$ cat config.mk
export PLATFORM = sky130hd
export DESIGN_NAME = rx_frame_unpacker
export DESIGN_NICKNAME = d
export VERILOG_FILES = /design/src/eth_frame_pkg.sv /design/src/cdc_fifo_pkg.sv /design/src/rx_frame_unpacker.sv
export VERILOG_INCLUDE_DIRS = /design/src
export SDC_FILE = /design/constraint.sdc
export NUM_CORES = 1
export LEC_CHECK = 0
export BUFFER_PORTS_ARGS = -buffer_cell sky130_fd_sc_hd__buf_2
export CAP_MARGIN = 20
export CORE_MARGIN = 2
export CORE_UTILIZATION = 51
export CTS_CLUSTER_DIAMETER = 60
export DETAILED_ROUTE_END_ITERATION = 8
export GPL_TIMING_DRIVEN = 0
export PLACE_DENSITY = 0.76
export SLEW_MARGIN = 20
export SYNTH_ARGS = -nofsm -noshare
export SYNTH_HDL_FRONTEND = slang
export SYNTH_SLANG_ARGS = --single-unit
$ cat constraint.sdc
create_clock -name sys_clk -period 2.6 [get_ports sys_clk]
set_input_delay 0.52 -clock sys_clk [delete_from_list [all_inputs] [get_ports sys_clk]]
set_output_delay 0.52 -clock sys_clk [all_outputs]
set_load 0.03 [all_outputs]
$ cat src/eth_rx_macros.svh
`ifndef ETH_RX_MACROS_SVH
`define ETH_RX_MACROS_SVH

//////////////////////
// Packet FIFO geometry

// Address width of the crossing FIFO
// 1024 words holds a couple of full size frames
`define ETH_RX_FIFO_AW 10

// Number of words in the FIFO memory
`define ETH_RX_FIFO_DEPTH (1 << `ETH_RX_FIFO_AW)

//////////////////////
// Stored word layout

// 3 bytes-valid bits on top of 32 data bits
// A bytes-valid field of zero is a frame delimiter
`define ETH_RX_WORD_W 35

`endif

$ cat src/eth_frame_pkg.sv
package eth_frame_pkg;

	//////////////////////
	// MAC side, rx_clk domain

	// Frame strobes exactly as the MAC produces them
	typedef struct packed {
		// Pulses once before the first data word
		logic		start;
		// Qualifies bytes_valid and data
		logic		data_valid;
		// 1 to 4 valid bytes, left aligned in data
		logic [2:0]	bytes_valid;
		logic [31:0]	data;
		// Frame is good, keep it
		logic		commit;
		// Frame is bad, throw it away
		logic		drop;
	} mac_rx_bus_t;

	//////////////////////
	// System side, sys_clk domain

	// Same strobes without drop
	// Only committed frames ever show up here
	typedef struct packed {
		logic		start;
		logic		data_valid;
		logic [2:0]	bytes_valid;
		logic [31:0]	data;
		// One cycle after the last data word
		logic		commit;
	} sys_rx_bus_t;

endpackage

$ cat src/cdc_fifo_pkg.sv
`include "eth_rx_macros.svh"

package cdc_fifo_pkg;

	//////////////////////
	// Stored word

	// bytes_valid of zero marks the delimiter in front of each frame
	typedef struct packed {
		logic [2:0]	bytes_valid;
		logic [31:0]	data;
	} fifo_word_t;

	//////////////////////
	// Write side command, rx_clk domain

	// A rollback together with a write discards first, then writes
	// A commit together with a write writes first, then commits
	typedef struct packed {
		logic		wr_en;
		fifo_word_t	word;
		logic		commit;
		logic		rollback;
	} fifo_wr_cmd_t;

	//////////////////////
	// Read side status, sys_clk domain

	typedef struct packed {
		// Committed words not yet popped
		logic [`ETH_RX_FIFO_AW:0]	size;
		// Registered read data
		fifo_word_t			word;
	} fifo_rd_status_t;

endpackage

$ cat src/rx_frame_unpacker.sv
`timescale 1ns/1ns
`include "eth_rx_macros.svh"

module rx_frame_unpacker (
	input  logic				sys_clk,
	input  logic				rst,
	input  cdc_fifo_pkg::fifo_rd_status_t	status,
	output logic				rd_en,
	output logic				pop,
	output eth_frame_pkg::sys_rx_bus_t	frame,
	output logic [63:0]			perf_rx_cdc_frames
);
	import cdc_fifo_pkg::*;

	typedef enum logic [2:0] {
		ST_HDR_WAIT,
		ST_HDR_READ,
		ST_HDR_CHECK,
		ST_IDLE,
		ST_PACKET,
		ST_RESTART,
		ST_HELD
	} state_t;

	state_t				state;
	// Read issued two edges ago, its data is on status.word now
	logic				rd_d1;
	// Committed words not yet requested
	logic [`ETH_RX_FIFO_AW:0]	avail;
	logic				more;
	fifo_word_t			word;
	logic				is_delim;
	logic				load_word;

	// Output bus registers
	logic				start_q;
	logic				dv_q;
	logic				commit_q;
	logic [2:0]			bv_q;
	logic [31:0]			data_q;

	// The last pop has not reached the FIFO pointer yet
	assign avail	= status.size - (`ETH_RX_FIFO_AW + 1)'(pop);
	assign more	= (avail != '0);
	assign word	= status.word;
	assign is_delim	= (word.bytes_valid == 3'd0);

	// Capture a data word, or the first word after a back-to-back delimiter
	assign load_word = rd_d1 & ((state == ST_PACKET & ~is_delim) | (state == ST_RESTART));

	//////////////////////
	// Pop FSM

	always_ff @(posedge sys_clk) begin
		if (rst) begin
			state			<= ST_HDR_WAIT;
			rd_en			<= 1'b0;
			pop			<= 1'b0;
			rd_d1			<= 1'b0;
			start_q			<= 1'b0;
			dv_q			<= 1'b0;
			commit_q		<= 1'b0;
			perf_rx_cdc_frames	<= '0;
		end else begin
			// Strobes default low
			rd_en		<= 1'b0;
			pop		<= 1'b0;
			start_q		<= 1'b0;
			dv_q		<= 1'b0;
			commit_q	<= 1'b0;
			rd_d1		<= rd_en;

			case (state)
				// Fetch the delimiter of the next frame
				ST_HDR_WAIT: begin
					if (more) begin
						rd_en	<= 1'b1;
						pop	<= 1'b1;
						state	<= ST_HDR_READ;
					end
				end

				ST_HDR_READ: begin
					state <= ST_HDR_CHECK;
				end

				// Anything but a delimiter is junk, drop it and look again
				ST_HDR_CHECK: begin
					state <= is_delim ? ST_IDLE : ST_HDR_WAIT;
				end

				// Header consumed, start once the frame body is visible
				ST_IDLE: begin
					if (more) begin
						start_q	<= 1'b1;
						rd_en	<= 1'b1;
						pop	<= 1'b1;
						state	<= ST_PACKET;
					end
				end

				// Up to two reads in flight, one word per cycle
				ST_PACKET: begin
					if (rd_d1 && is_delim) begin
						// Next frame's header, this one is done
						commit_q		<= 1'b1;
						perf_rx_cdc_frames	<= perf_rx_cdc_frames + 64'd1;
						// A read already in flight belongs to the next frame
						state <= rd_en ? ST_RESTART : ST_IDLE;
					end else if (rd_d1 || more || rd_en) begin
						dv_q <= rd_d1;
						if (more) begin
							rd_en	<= 1'b1;
							pop	<= 1'b1;
						end
					end else begin
						// Nothing left and nothing pending, frame ends here
						commit_q		<= 1'b1;
						perf_rx_cdc_frames	<= perf_rx_cdc_frames + 64'd1;
						state			<= ST_HDR_WAIT;
					end
				end

				// First word of a back-to-back frame, hold it behind start
				ST_RESTART: begin
					if (is_delim) begin
						// Empty frame, treat it as a header
						state <= ST_IDLE;
					end else begin
						start_q	<= 1'b1;
						state	<= ST_HELD;
						if (more) begin
							rd_en	<= 1'b1;
							pop	<= 1'b1;
						end
					end
				end

				// Release the held word, keep the pipe going
				ST_HELD: begin
					dv_q	<= 1'b1;
					state	<= ST_PACKET;
					if (more) begin
						rd_en	<= 1'b1;
						pop	<= 1'b1;
					end
				end

				default: begin
					state <= ST_HDR_WAIT;
				end
			endcase
		end
	end

	// Payload only
	always_ff @(posedge sys_clk) begin
		if (load_word) begin
			bv_q	<= word.bytes_valid;
			data_q	<= word.data;
		end
	end

	assign frame = '{
		start:		start_q,
		data_valid:	dv_q,
		bytes_valid:	bv_q,
		data:		data_q,
		commit:		commit_q
	};

endmodule

==> metrics <==
status=complete, no violations; Clock Tree Root=clkbuf_8; Worst-Margin Slew=0.874 ns; die height=~100 um; antenna violations before repair=0; Main synth FF type=dfxtp_1; Worst Setup Start Kind=register; pin count of the biggest net entering global routing=36; post-route cell area=6110 um2; Die W=103 um; fin nets=708; post-route insts no fill=slightly below 800; # rows=36; post-synthesis async set-or-reset flop share=0; # diodes=0; via count=4742; number of synthesized flops with an enable pin=35; period utilization=0.945; first-pass iteration count of the detailed router=5; Post-DP HPWL=9410 um; HP Class=input port to register; Post-Syn Instances=493; CTS clk-pin slew, worst paths=approximately 0.12 ns; Cell variety after synth=between 50 and 60; worst-path cell chain=ha_1 -> nor4b_2 -> and4_1 -> buf_4 -> o2111ai_4 -> clkbuf_1 -> or3_1 -> a21oi_1; worst path arrival time=2.77 ns; total clock sinks=107; Post-Syn Area=4960 um2; Syn-to-layout area delta=23.2%; Routed Antenna Nets=0; initial core utilization=0.517; CTS Buf Count=9; Total Wirelength=between 10000 and 15000 um; global route overflow=0; drt initial violations=298; max-cap violations=0; Max stage delay cell, worst path=or3_1; worst skew pair latency=approximately 0.38 ns; CP Max Fanout=10; clock skew=0.0118 ns; DR WL/cell=16.3 um; Placed Area=5880 um2; die area=10500 um2; vias per cell=between 5 and 6; # IOs=152; Total GRT Usage=0.236; CP Capture Type=register; Req. time, crit path=roughly 2.9 ns; Cell Pwr Density=483 nW/um2; fin. max-slew vios=0; vias in the first global route=4205; Setup violations, final=0; dpl cells=776; r2r worst-path depth=8; synthesis warning total=0; core area=9590 um2; leak pwr=2.32 nW; hold path depth=1; first-pass GRT wire length=19700 um; f_max=407 MHz; PortBufs=150; syn nets=543; layout cells sized above 1=0.317; CTS tree=yes; Crit Path Class=register to register; Residual DRC=0; Slew Limit Headroom=0.417; CTS Buffer Depth=2; min Tclk post-route=2.46 ns; GPL Wtd Cong=0.854; register area share after synthesis=0.502; final hold viol count=0; Yosys reg bits=approximately 110; Layout fillers=slightly above 800; Avg Inst Size Synth=~10 um2; worst vdd rail ir drop=0.301 mV; RSZ-0062 raised after global routing=false; H-tree Lvls=3; max incr delay on CP=0.42 ns
==> through the flow <==
step / setup WS (ns) / total power [W] / setup TNS (ns) / hold WS (ns) / util
final: 0.144 / 0.00295 / 0 / 0.298 / 0.637
after global routing: 0.0268 / 0.00305 / 0 / 0.279 / 0.637
after CTS: 0.0155 / 0.00296 / 0 / 0.287 / 0.634
after detailed placement: -0.204 / 0.00197 / -4.79 / 0.486 / 0.613
after global placement: -0.145 / 0.00196 / -2.16 / 0.461 / 0.613
after floorplan: 0.223 / 0.00190 / 0 / 0.553 / -
==> registers in the layout, summed over array words and instances, names as in the netlist <==
register and count:
bv_q 3, commit_q 1, data_q 32, dv_q 1, perf_rx_cdc_frames 64, pop 1
rd_d1 1, start_q 1, state 3
==> worst max-delay path: cells and delay by family (launching register included) <==
family	cells	cell delay, ns
and+or+nand+nor	3	0.87
buffers and inverters	2	0.48
AOI/OAI and AO/OA	2	0.38
DFF	1	0.37
adders and majority gates	1	0.29
==> timing repair <==
item / in CTS / in global routing
setup endpoints to repair: 3 / 28
hold buffers: 0 / 0
pin swaps: 0 / 3
gates cloned: 0 / 1
buffers inserted: 0 / 3
hold endpoints to repair: 0 / 0
gates resized for setup: 2 / 6
==> placed cells by master, fill, tap and decap left out, types with 18 or more instances in the layout <==
cell,instances
nand3_1,23
o31ai_1,33
a21oi_1,56
buf_2,155
nor2_1,22
o21ai_0,19
edfxtp_1,35
or4_1,33
dfxtp_1,71
nand2_1,28
clkbuf_1,18
or3_1,21
nand4_1,22
==> routing by layer <==
layer,part of all wire,vias to the layer above,global-route usage
met2,0.50,189,0.390
met5,0,-,0
met3,0.076,16,0.0502
met4,0.013,0,0.0862
li1,-,2252,-
met1,0.41,2285,0.307
==> layout make-up <==
class	instances	area (um2)	area share
Sequential cell	107	2490	0.408
Multi-Input combinational cell	342	2280	0.372
Timing Repair Buffer	154	778	0.127
Buffer	33	166	0.0272
Tap cell	133	166	0.0272
Clock buffer	9	124	0.0203
Clock inverter	7	68.8	0.0113
Inverter	11	41.3	0.00675
==> cells in the mapped netlist, types with 4 or more instances <==
library cell | n | area (um2)
a21oi_1 | 56 | 280
and3_1 | 5 | 31.3
and4_1 | 5 | 43.8
buf_2 | 4 | 20.0
buf_4 | 5 | 37.5
clkbuf_1 | 21 | 78.8
dfxtp_1 | 72 | 1440
edfxtp_1 | 35 | 1050
inv_1 | 10 | 37.5
nand2_1 | 29 | 109
nand3_1 | 23 | 115
nand4_1 | 22 | 138
nor2_1 | 22 | 82.6
nor2b_1 | 5 | 31.3
nor3_1 | 6 | 30.0
nor4_4 | 5 | 106
o21a_1 | 4 | 30.0
o21ai_0 | 19 | 95.1
o31ai_1 | 33 | 248
or3_1 | 21 | 131
or4_1 | 33 | 248
xnor2_1 | 5 | 43.8
xor2_1 | 4 | 35.0
==> final timing paths <==
check,end,from,slack (ns)
max,perf_rx_cdc_frames[22]$_SDFFE_PP0P_,pop$_SDFF_PP0_,0.14
min,data_q[6]$_DFFE_PP_,status[6],0.30
max reg2reg,perf_rx_cdc_frames[22]$_SDFFE_PP0P_,pop$_SDFF_PP0_,0.14
min reg2reg,perf_rx_cdc_frames[37]$_SDFFE_PP0P_,perf_rx_cdc_frames[37]$_SDFFE_PP0P_,0.51
==> cell families (layout without fill, tap and decap cells) <==
family,after synthesis,after routing,share of synthesized area
AO/OA/AOI/OAI,132,132,0.171
XOR/XNOR,9,9,0.0159
adder cells (fa/ha/maj),2,2,0.00504
buffers and inverters,44,214,0.0411
flip-flops,107,107,0.502
multiplexers,3,3,0.00655
AND/OR/NAND/NOR,196,196,0.258
==> where the power goes <==
group / total [W] / switching, W / internal, W
Clock: 0.00102 / 0.000640 / 0.000379
Sequential: 0.00176 / 0.0000182 / 0.00174
Combinational: 0.000178 / 0.000105 / 0.0000727
Total: 0.00295 / 0.000763 / 0.00219
Note: power is estimated with default switching activity, not from simulation.
