<file path="config.mk">
export PLATFORM = sky130hd
export DESIGN_NAME = rx_word_packer
export DESIGN_NICKNAME = d
export VERILOG_FILES = /design/src/eth_frame_pkg.sv /design/src/cdc_fifo_pkg.sv /design/src/rx_word_packer.sv
export VERILOG_INCLUDE_DIRS = /design/src
export SDC_FILE = /design/constraint.sdc
export NUM_CORES = 1
export LEC_CHECK = 0
export BUFFER_PORTS_ARGS = -buffer_cell sky130_fd_sc_hd__buf_2
export CAP_MARGIN = 20
export CORE_ASPECT_RATIO = 1.25
export CORE_UTILIZATION = 39
export DETAILED_ROUTE_END_ITERATION = 16
export GPL_TIMING_DRIVEN = 0
export PLACE_DENSITY = 0.79
export SYNTH_ARGS = -nofsm -noshare
export SYNTH_HDL_FRONTEND = slang
export SYNTH_SLANG_ARGS = --single-unit
</file>
<file path="constraint.sdc">
create_clock -name rx_clk -period 1 [get_ports rx_clk]
set_input_delay 0.15 -clock rx_clk [delete_from_list [all_inputs] [get_ports rx_clk]]
set_output_delay 0.15 -clock rx_clk [all_outputs]
set_load 0.02 [all_outputs]
</file>
<file path="src/eth_rx_macros.svh">
`ifndef ETH_RX_MACROS_SVH
`define ETH_RX_MACROS_SVH

//////////////////////
// Packet FIFO geometry

// Address width of the crossing FIFO
// 1024 words holds a couple of full size frames
`define ETH_RX_FIFO_AW 10

// Number of words in the FIFO memory
`define ETH_RX_FIFO_DEPTH (1 << `ETH_RX_FIFO_AW)

//////////////////////
// Stored word layout

// 3 bytes-valid bits on top of 32 data bits
// A bytes-valid field of zero is a frame delimiter
`define ETH_RX_WORD_W 35

`endif

</file>
<file path="src/eth_frame_pkg.sv">
package eth_frame_pkg;

	//////////////////////
	// MAC side, rx_clk domain

	// Frame strobes exactly as the MAC produces them
	typedef struct packed {
		// Pulses once before the first data word
		logic		start;
		// Qualifies bytes_valid and data
		logic		data_valid;
		// 1 to 4 valid bytes, left aligned in data
		logic [2:0]	bytes_valid;
		logic [31:0]	data;
		// Frame is good, keep it
		logic		commit;
		// Frame is bad, throw it away
		logic		drop;
	} mac_rx_bus_t;

	//////////////////////
	// System side, sys_clk domain

	// Same strobes without drop
	// Only committed frames ever show up here
	typedef struct packed {
		logic		start;
		logic		data_valid;
		logic [2:0]	bytes_valid;
		logic [31:0]	data;
		// One cycle after the last data word
		logic		commit;
	} sys_rx_bus_t;

endpackage

</file>
<file path="src/cdc_fifo_pkg.sv">
`include "eth_rx_macros.svh"

package cdc_fifo_pkg;

	//////////////////////
	// Stored word

	// bytes_valid of zero marks the delimiter in front of each frame
	typedef struct packed {
		logic [2:0]	bytes_valid;
		logic [31:0]	data;
	} fifo_word_t;

	//////////////////////
	// Write side command, rx_clk domain

	// A rollback together with a write discards first, then writes
	// A commit together with a write writes first, then commits
	typedef struct packed {
		logic		wr_en;
		fifo_word_t	word;
		logic		commit;
		logic		rollback;
	} fifo_wr_cmd_t;

	//////////////////////
	// Read side status, sys_clk domain

	typedef struct packed {
		// Committed words not yet popped
		logic [`ETH_RX_FIFO_AW:0]	size;
		// Registered read data
		fifo_word_t			word;
	} fifo_rd_status_t;

endpackage

</file>
<file path="src/rx_word_packer.sv">
`timescale 1ns/1ns

module rx_word_packer (
	input  logic				rx_clk,
	input  logic				wr_rst,
	input  eth_frame_pkg::mac_rx_bus_t	mac,
	output cdc_fifo_pkg::fifo_wr_cmd_t	cmd
);
	import cdc_fifo_pkg::*;

	// High between start and commit or drop
	logic		in_frame;
	// Word to store this cycle
	fifo_word_t	in_word;

	// Start always stores a delimiter, otherwise the MAC word
	always_comb begin
		if (mac.start) begin
			in_word = '0;
		end else begin
			in_word = '{bytes_valid: mac.bytes_valid, data: mac.data};
		end
	end

	//////////////////////
	// Command register

	always_ff @(posedge rx_clk) begin
		if (wr_rst) begin
			cmd		<= '0;
			in_frame	<= 1'b0;
		end else begin
			// Delimiter on start, data only inside an open frame
			cmd.wr_en	<= mac.start | (mac.data_valid & in_frame);
			cmd.word	<= in_word;

			// A start that wins over commit leaves the frame to the rollback below
			cmd.commit	<= mac.commit & in_frame & ~mac.start;

			// Drop, or a new start cutting off a frame that never ended
			cmd.rollback	<= in_frame & (mac.drop | mac.start);

			// Track frame boundaries
			if (mac.start) begin
				in_frame <= 1'b1;
			end else if (mac.commit | mac.drop) begin
				in_frame <= 1'b0;
			end
		end
	end

endmodule

</file>
==> results of run 1 <==
-- logic make-up (layout without fill, tap and decap cells) --
group	count (synthesis)	count (layout)	share of synthesized area, %
simple gates	41	41	24.2
buf+inv	4	104	3.44
compound gates	2	2	0.916
flops	39	39	71.5
-- timing repair --
action,4_1_cts,5_1_grt
gates resized for setup,1,39
hold endpoints to repair,13,1
setup endpoints to repair,1,23
hold buffers,13,1
-- sequential cells by signal, summed over array words and instances (netlist names) --
signal	flops
cmd	38
in_frame	1
-- stage by stage --
stage / cell area (µm²) / worst slack, ps / hold slack, ps / TNS, ps
6_report: 1850 / 39.9 / 8.45 / 0
5_1_grt: 1850 / -7.90 / -1.69 / -8.85
4_1_cts: 1740 / 0.831 / 1.79 / 0
3_5_place_dp: 1530 / 111 / 353 / 0
3_3_place_gp: 1530 / 132 / 350 / 0
2_1_floorplan: 1090 / 157 / 219 / 0
-- final timing paths --
path / to / slack [ps] / cells past startpoint
min: cmd[13]$_SDFF_PP0_ / 8 / 2
max reg2reg: in_frame$_SDFFE_PP0P_ / 80 / 2
max: cmd[35] / 40 / 1
min reg2reg: cmd[1]$_SDFF_PP0_ / 500 / 1
-- cell usage in the layout, fill, tap and decap left out --
cell | netlist | routed
buf_4 | 0 | 16
a21oi_1 | 2 | 2
or3b_1 | 1 | 1
inv_1 | 1 | 1
nor4bb_1 | 1 | 1
nor3b_1 | 1 | 1
and2_1 | 35 | 35
buf_2 | 0 | 55
clkbuf_8 | 0 | 1
clkinv_2 | 0 | 1
clkbuf_4 | 0 | 5
nor2_1 | 2 | 2
dfxtp_1 | 39 | 29
buf_6 | 3 | 10
bufinv_16 | 0 | 1
dfxtp_2 | 0 | 10
nor2_4 | 1 | 1
dlygate4sd3_1 | 0 | 14
-- report_power, final --
| group | internal [mW] | switching (mW) |
|---|---|---|
| Combinational | 0.202 | 0.164 |
| Clock | 0.591 | 0.476 |
| Sequential | 1.62 | 0.0207 |
| Total | 2.41 | 0.661 |
-- layout make-up --
class | count | area, µm²
repair buffers | 92 | 614
well taps | 34 | 42.5
multi-input cells | 43 | 274
flip-flops and latches | 39 | 793
inverters | 1 | 3.75
plain buffers | 3 | 33.8
fillers | 216 | 832
clock inverters | 2 | 35.0
clock buffers | 6 | 51.3
-- metal layers --
layer	share of wire [%]	up-vias	GRT usage, %
met3	8.2	5	6.67
met1	36	409	15.3
met4	1.8	0	12.2
met2	54	52	31.9
met5	0	-	0
li1	-	461	-
==> impl_metrics.py, run 1 <==
metrics = {
    "run_status": {
        "status": "completed",
    },
    "place": {
        "routabilityCongestion": 0.661,
        "dp_cells": 198,
        "port_buffers": 78,
    },
    "yosys": {
        "ys_ff_latch": 39,
        "avgSynthCellArea_um2": 12.7,
        "netlist_area_mm2": 0.00109,
        "synth_edf_count": 0,
        "synthCells": 86,
        "yosys_most_used_dff": "dfxtp_1",
        "yosys-top-cells-count": "dfxtp_1, and2_1, buf_6, a21oi_1, nor2_1",
        "synth_top_cell_by_area": "dfxtp_1",
        "synth_cell_types": 10,
        "synth_area_leaders": "dfxtp_1, and2_1, buf_6, nor2_4, a21oi_1",
        "ys_async_sr_fraction_pct": 0,
        "post-synth-top-count-cell": "dfxtp_1",
        "synth_top_area_share_pct": 71.5,
        "yosysWarnings": 0,
        "syn-num-nets": 127,
        "synth-seq-area-share_pct": 71.5,
    },
    "drt": {
        "dr_total_vias": 927,
        "drt_iter0_markers": 5,
        "avgRoutedWirePerCell_um": 11.5,
        "drt_wl_total_mm": 2.53,
        "avgViaCountPerCell": 4.21,
        "drt_pre_antenna_iters": 2,
        "drc_errors": 0,
        "ant_nets": 0,
    },
    "setup_path": {
        "path_cells": "buf_2",
        "critPathMaxStageDelay_ps": 330,
        "path_delay_family": "flip-flops",
        "r2r-start": "in_frame$_SDFFE_PP0P_",
        "start_kind": "flop",
        "critPathLaunch": "cmd[35]$_SDFF_PP0_",
        "worst-path-buf-inv": 1,
        "crit_required_ps": 850,
        "arrival_ps": 810,
        "endpoint_kind": "output port",
        "crit_path_max_fanout": 1,
        "cp_slowest_cell": "dfxtp_1",
        "path_class": "flop to output port",
    },
    "sta": {
        "max_freq_ghz": 1.04,
        "finalHoldViolCount": 0,
        "fin_crit_sh_pct": 96.0,
        "skew_ps": 0.541,
        "period_needed_ps": 960,
        "tightest_slew_ps": 234,
        "setup_viol": 0,
        "slew_headroom_pct": 84.2,
        "maxSlewViolCount": 0,
    },
    "global_route": {
        "grt_start_max_net_pins": 13,
        "grt_pass1_vias": 914,
        "overflow": 0,
        "grt_pass1_wl_mm": 3.64,
        "antenna_found_initial": 0,
        "gr-usage-all-layers_pct": 17.1,
    },
    "floorplanning": {
        "rows": 21,
        "die_height_um": 61.2,
        "die_w_um": 49.3,
        "ios": 79,
        "core_area_mm2": 0.00268,
        "die-area_mm2": 0.00302,
        "initial_core_util_pct": 40.8,
    },
    "cts": {
        "clock_path_buffers": 2,
        "clkTransAtPathRegs_ps": 110,
        "clkLatencyLatePin_ps": 330,
        "cts_tree": "done",
        "htree_levels": 2,
        "post_cts_buffers": 0,
        "clock-sinks": 39,
        "root_buffer": "clkbuf_4",
        "cts_buffers": 5,
    },
    "layout": {
        "fin_nets": 226,
        "final_layout_size_suffix_gt1_share_pct": 53.8,
        "fin_util_pct": 69.0,
        "antenna-diode-count": 0,
        "final_cells": 220,
        "syn_to_final_growth_pct": 69.2,
    },
    "power": {
        "leakagePower_nw": 0.932,
        "finalPower_mw": 3.07,
        "p_per_area_mw_per_mm2": 1660,
        "ir_worst_vdd_mv": 0.950,
    },
    "min_path": {
        "hp-class": "input pin to flop",
        "worstHoldStart": "mac[13]",
    },
    "job": {
        "maxCapViolations": 0,
    },
}
No activity file was read; power rests on OpenSTA's default activity.
==> run 2: changes to the inputs <==
==> constraint.sdc (replaced) <==
create_clock -name rx_clk -period 0.9 [get_ports rx_clk]
set_input_delay 0.135 -clock rx_clk [delete_from_list [all_inputs] [get_ports rx_clk]]
set_output_delay 0.135 -clock rx_clk [all_outputs]
set_load 0.02 [all_outputs]
==> run 2 against run 1 <==
Effect of this change:
- the flow now finishes with violations (setup timing)
- clock power increased by 12%
- non-clock buffer count increased by 17
- routed wire length increased by 26%
- design area increased by 19%
- register-to-register slack got worse by 50 ps
- first-iteration DRC count increased by 60%
- total power increased by 16%
- combinational power increased by 43%
==> impl_metrics.py, run 2 (same netlist as run 1, synthesis figures left out) <==
metrics = {
    "setup_path": {
        "path_cells": "buf_6",
        "arrival_ps": 800,
        "r2r-end": "in_frame$_SDFFE_PP0P_",
        "path_class": "flop to output port",
        "rrSetupSlack_ps": 30,
        "reg2reg_depth": 2,
        "endpoint_kind": "output port",
        "path_delay_family": "flip-flops",
        "cp_slowest_cell": "dfxtp_2",
        "start_kind": "flop",
        "r2r-start": "in_frame$_SDFFE_PP0P_",
        "crit_path_max_fanout": 1,
        "crit_required_ps": 760,
        "critPathMaxStageDelay_ps": 350,
        "worst-path-buf-inv": 1,
    },
    "drt": {
        "avgViaCountPerCell": 4.33,
        "drt_wl_total_mm": 3.20,
        "dr_total_vias": 1026,
        "drt_iter0_markers": 8,
        "drt_pre_antenna_iters": 2,
        "avgRoutedWirePerCell_um": 13.5,
        "ant_nets": 0,
        "drc_errors": 0,
    },
    "floorplanning": {
        "die_w_um": 49.3,
        "rows": 21,
        "die_height_um": 61.2,
        "ios": 79,
        "initial_core_util_pct": 40.8,
        "die-area_mm2": 0.00302,
        "core_area_mm2": 0.00268,
    },
    "sta": {
        "finalSetupTns_ps": -775,
        "rsz0062_at_grt": "yes",
        "slew_headroom_pct": 84.4,
        "setup_viol": 32,
        "tightest_slew_ps": 230,
        "finalWorstSetupSlack_ps": -36.8,
        "period_needed_ps": 937,
        "max_freq_ghz": 1.07,
        "finalHoldViolCount": 0,
        "skew_ps": 0.533,
        "maxSlewViolCount": 0,
        "fin_crit_sh_pct": 104,
    },
    "run_status": {
        "status": "finished, violations left",
        "violations": "setup timing",
    },
    "global_route": {
        "gr-usage-all-layers_pct": 22.4,
        "grt_start_max_net_pins": 13,
        "overflow": 0,
        "grt_pass1_vias": 1063,
        "grt_pass1_wl_mm": 4.74,
        "antenna_found_initial": 0,
    },
    "cts": {
        "clkTransAtPathRegs_ps": 120,
        "cts_tree": "done",
        "htree_levels": 2,
        "clkLatencyLatePin_ps": 330,
        "clock_path_buffers": 2,
        "clock-sinks": 39,
        "root_buffer": "clkbuf_4",
        "cts_buffers": 5,
    },
    "layout": {
        "largestRegisters": "cmd x38, in_frame x1",
        "fin_util_pct": 82.3,
        "antenna-diode-count": 0,
        "final_cells": 237,
        "mostFrequentLayoutCells": "buf_6, buf_2, dfxtp_2",
        "fin_nets": 243,
        "largest_register_ffs": 38,
        "top_register": "cmd",
        "syn_to_final_growth_pct": 102,
        "final_common_cell": "buf_6",
        "final_layout_size_suffix_gt1_share_pct": 64.0,
    },
    "min_path": {
        "whs_endpoint": "cmd[27]$_SDFF_PP0_",
        "hold_depth": 2,
        "worstHoldStart": "mac[27]",
        "hp-class": "input pin to flop",
    },
    "place": {
        "routabilityCongestion": 0.661,
        "place_ws_ps": 11.2,
        "port_buffers": 78,
        "dp_cells": 198,
    },
    "power": {
        "p_per_area_mw_per_mm2": 1620,
        "leakagePower_nw": 1.04,
        "ir_worst_vdd_mv": 1.29,
    },
    "job": {
        "maxCapViolations": 0,
    },
}
==> run 2: cell count changes in the layout (fill, tap and decap cells not counted) <==
cell	delta
dlygate4sd3_1	+16
dfxtp_1	-29
dfxtp_2	+29
buf_2	-15
buf_6	+31
buf_4	-15
==> run 2: timing repair <==
item	in CTS	in global routing
cloned	0	0
pin swaps	0	1
resized for setup	115	0
buffers inserted	0	1
endpoints found under the hold margin	29	1
hold buffers	29	1
endpoints found under the setup margin	39	39
==> run 2: layout make-up <==
| type | instances | area (µm²) |
|---|---|---|
| timing repair buffer | 109 | 936 |
| tap | 34 | 42.5 |
| multi-input combinational | 43 | 274 |
| inverter | 1 | 3.75 |
| clock inverter | 2 | 35.0 |
| sequential | 39 | 830 |
| buffer | 3 | 33.8 |
| clock buffer | 6 | 51.3 |
| fill | 140 | 474 |
==> run 2: power breakdown <==
| group | total, mW | internal [mW] | switching (mW) |
|---|---|---|---|
| Combinational | 0.524 | 0.322 | 0.203 |
| Sequential | 1.85 | 1.81 | 0.0357 |
| Clock | 1.20 | 0.657 | 0.540 |
==> run 2: worst max path at each step <==
stage	from	endpoint	cells after the start
floorplan	in_frame$_SDFFE_PP0P_	in_frame$_SDFFE_PP0P_	2
global placement	in_frame$_SDFFE_PP0P_	in_frame$_SDFFE_PP0P_	2
detailed placement	in_frame$_SDFFE_PP0P_	in_frame$_SDFFE_PP0P_	2
CTS	cmd[37]$_SDFF_PP0_	cmd[37]	1
global route	cmd[10]$_SDFF_PP0_	cmd[10]	1
finish	cmd[31]$_SDFF_PP0_	cmd[31]	1
==> run 2: metal layers <==
metal	wire length [µm]	GRT usage, %	up-vias
li1	-	-	494
met2	1820	45.6	54
met5	0	0	-
met1	1080	18.8	469
met4	97	13.4	0
met3	210	7.41	9
==> run 2: stage by stage <==
step | cell area (µm²) | power (mW) | hold WS (ps)
2_1_floorplan | 1090 | 2.02 | 204
3_3_place_gp | 1530 | 2.17 | 335
3_5_place_dp | 1530 | 2.18 | 338
4_1_cts | 2190 | 3.57 | 0.682
5_1_grt | 2210 | 3.71 | 4.20
6_report | 2210 | 3.57 | 19.9
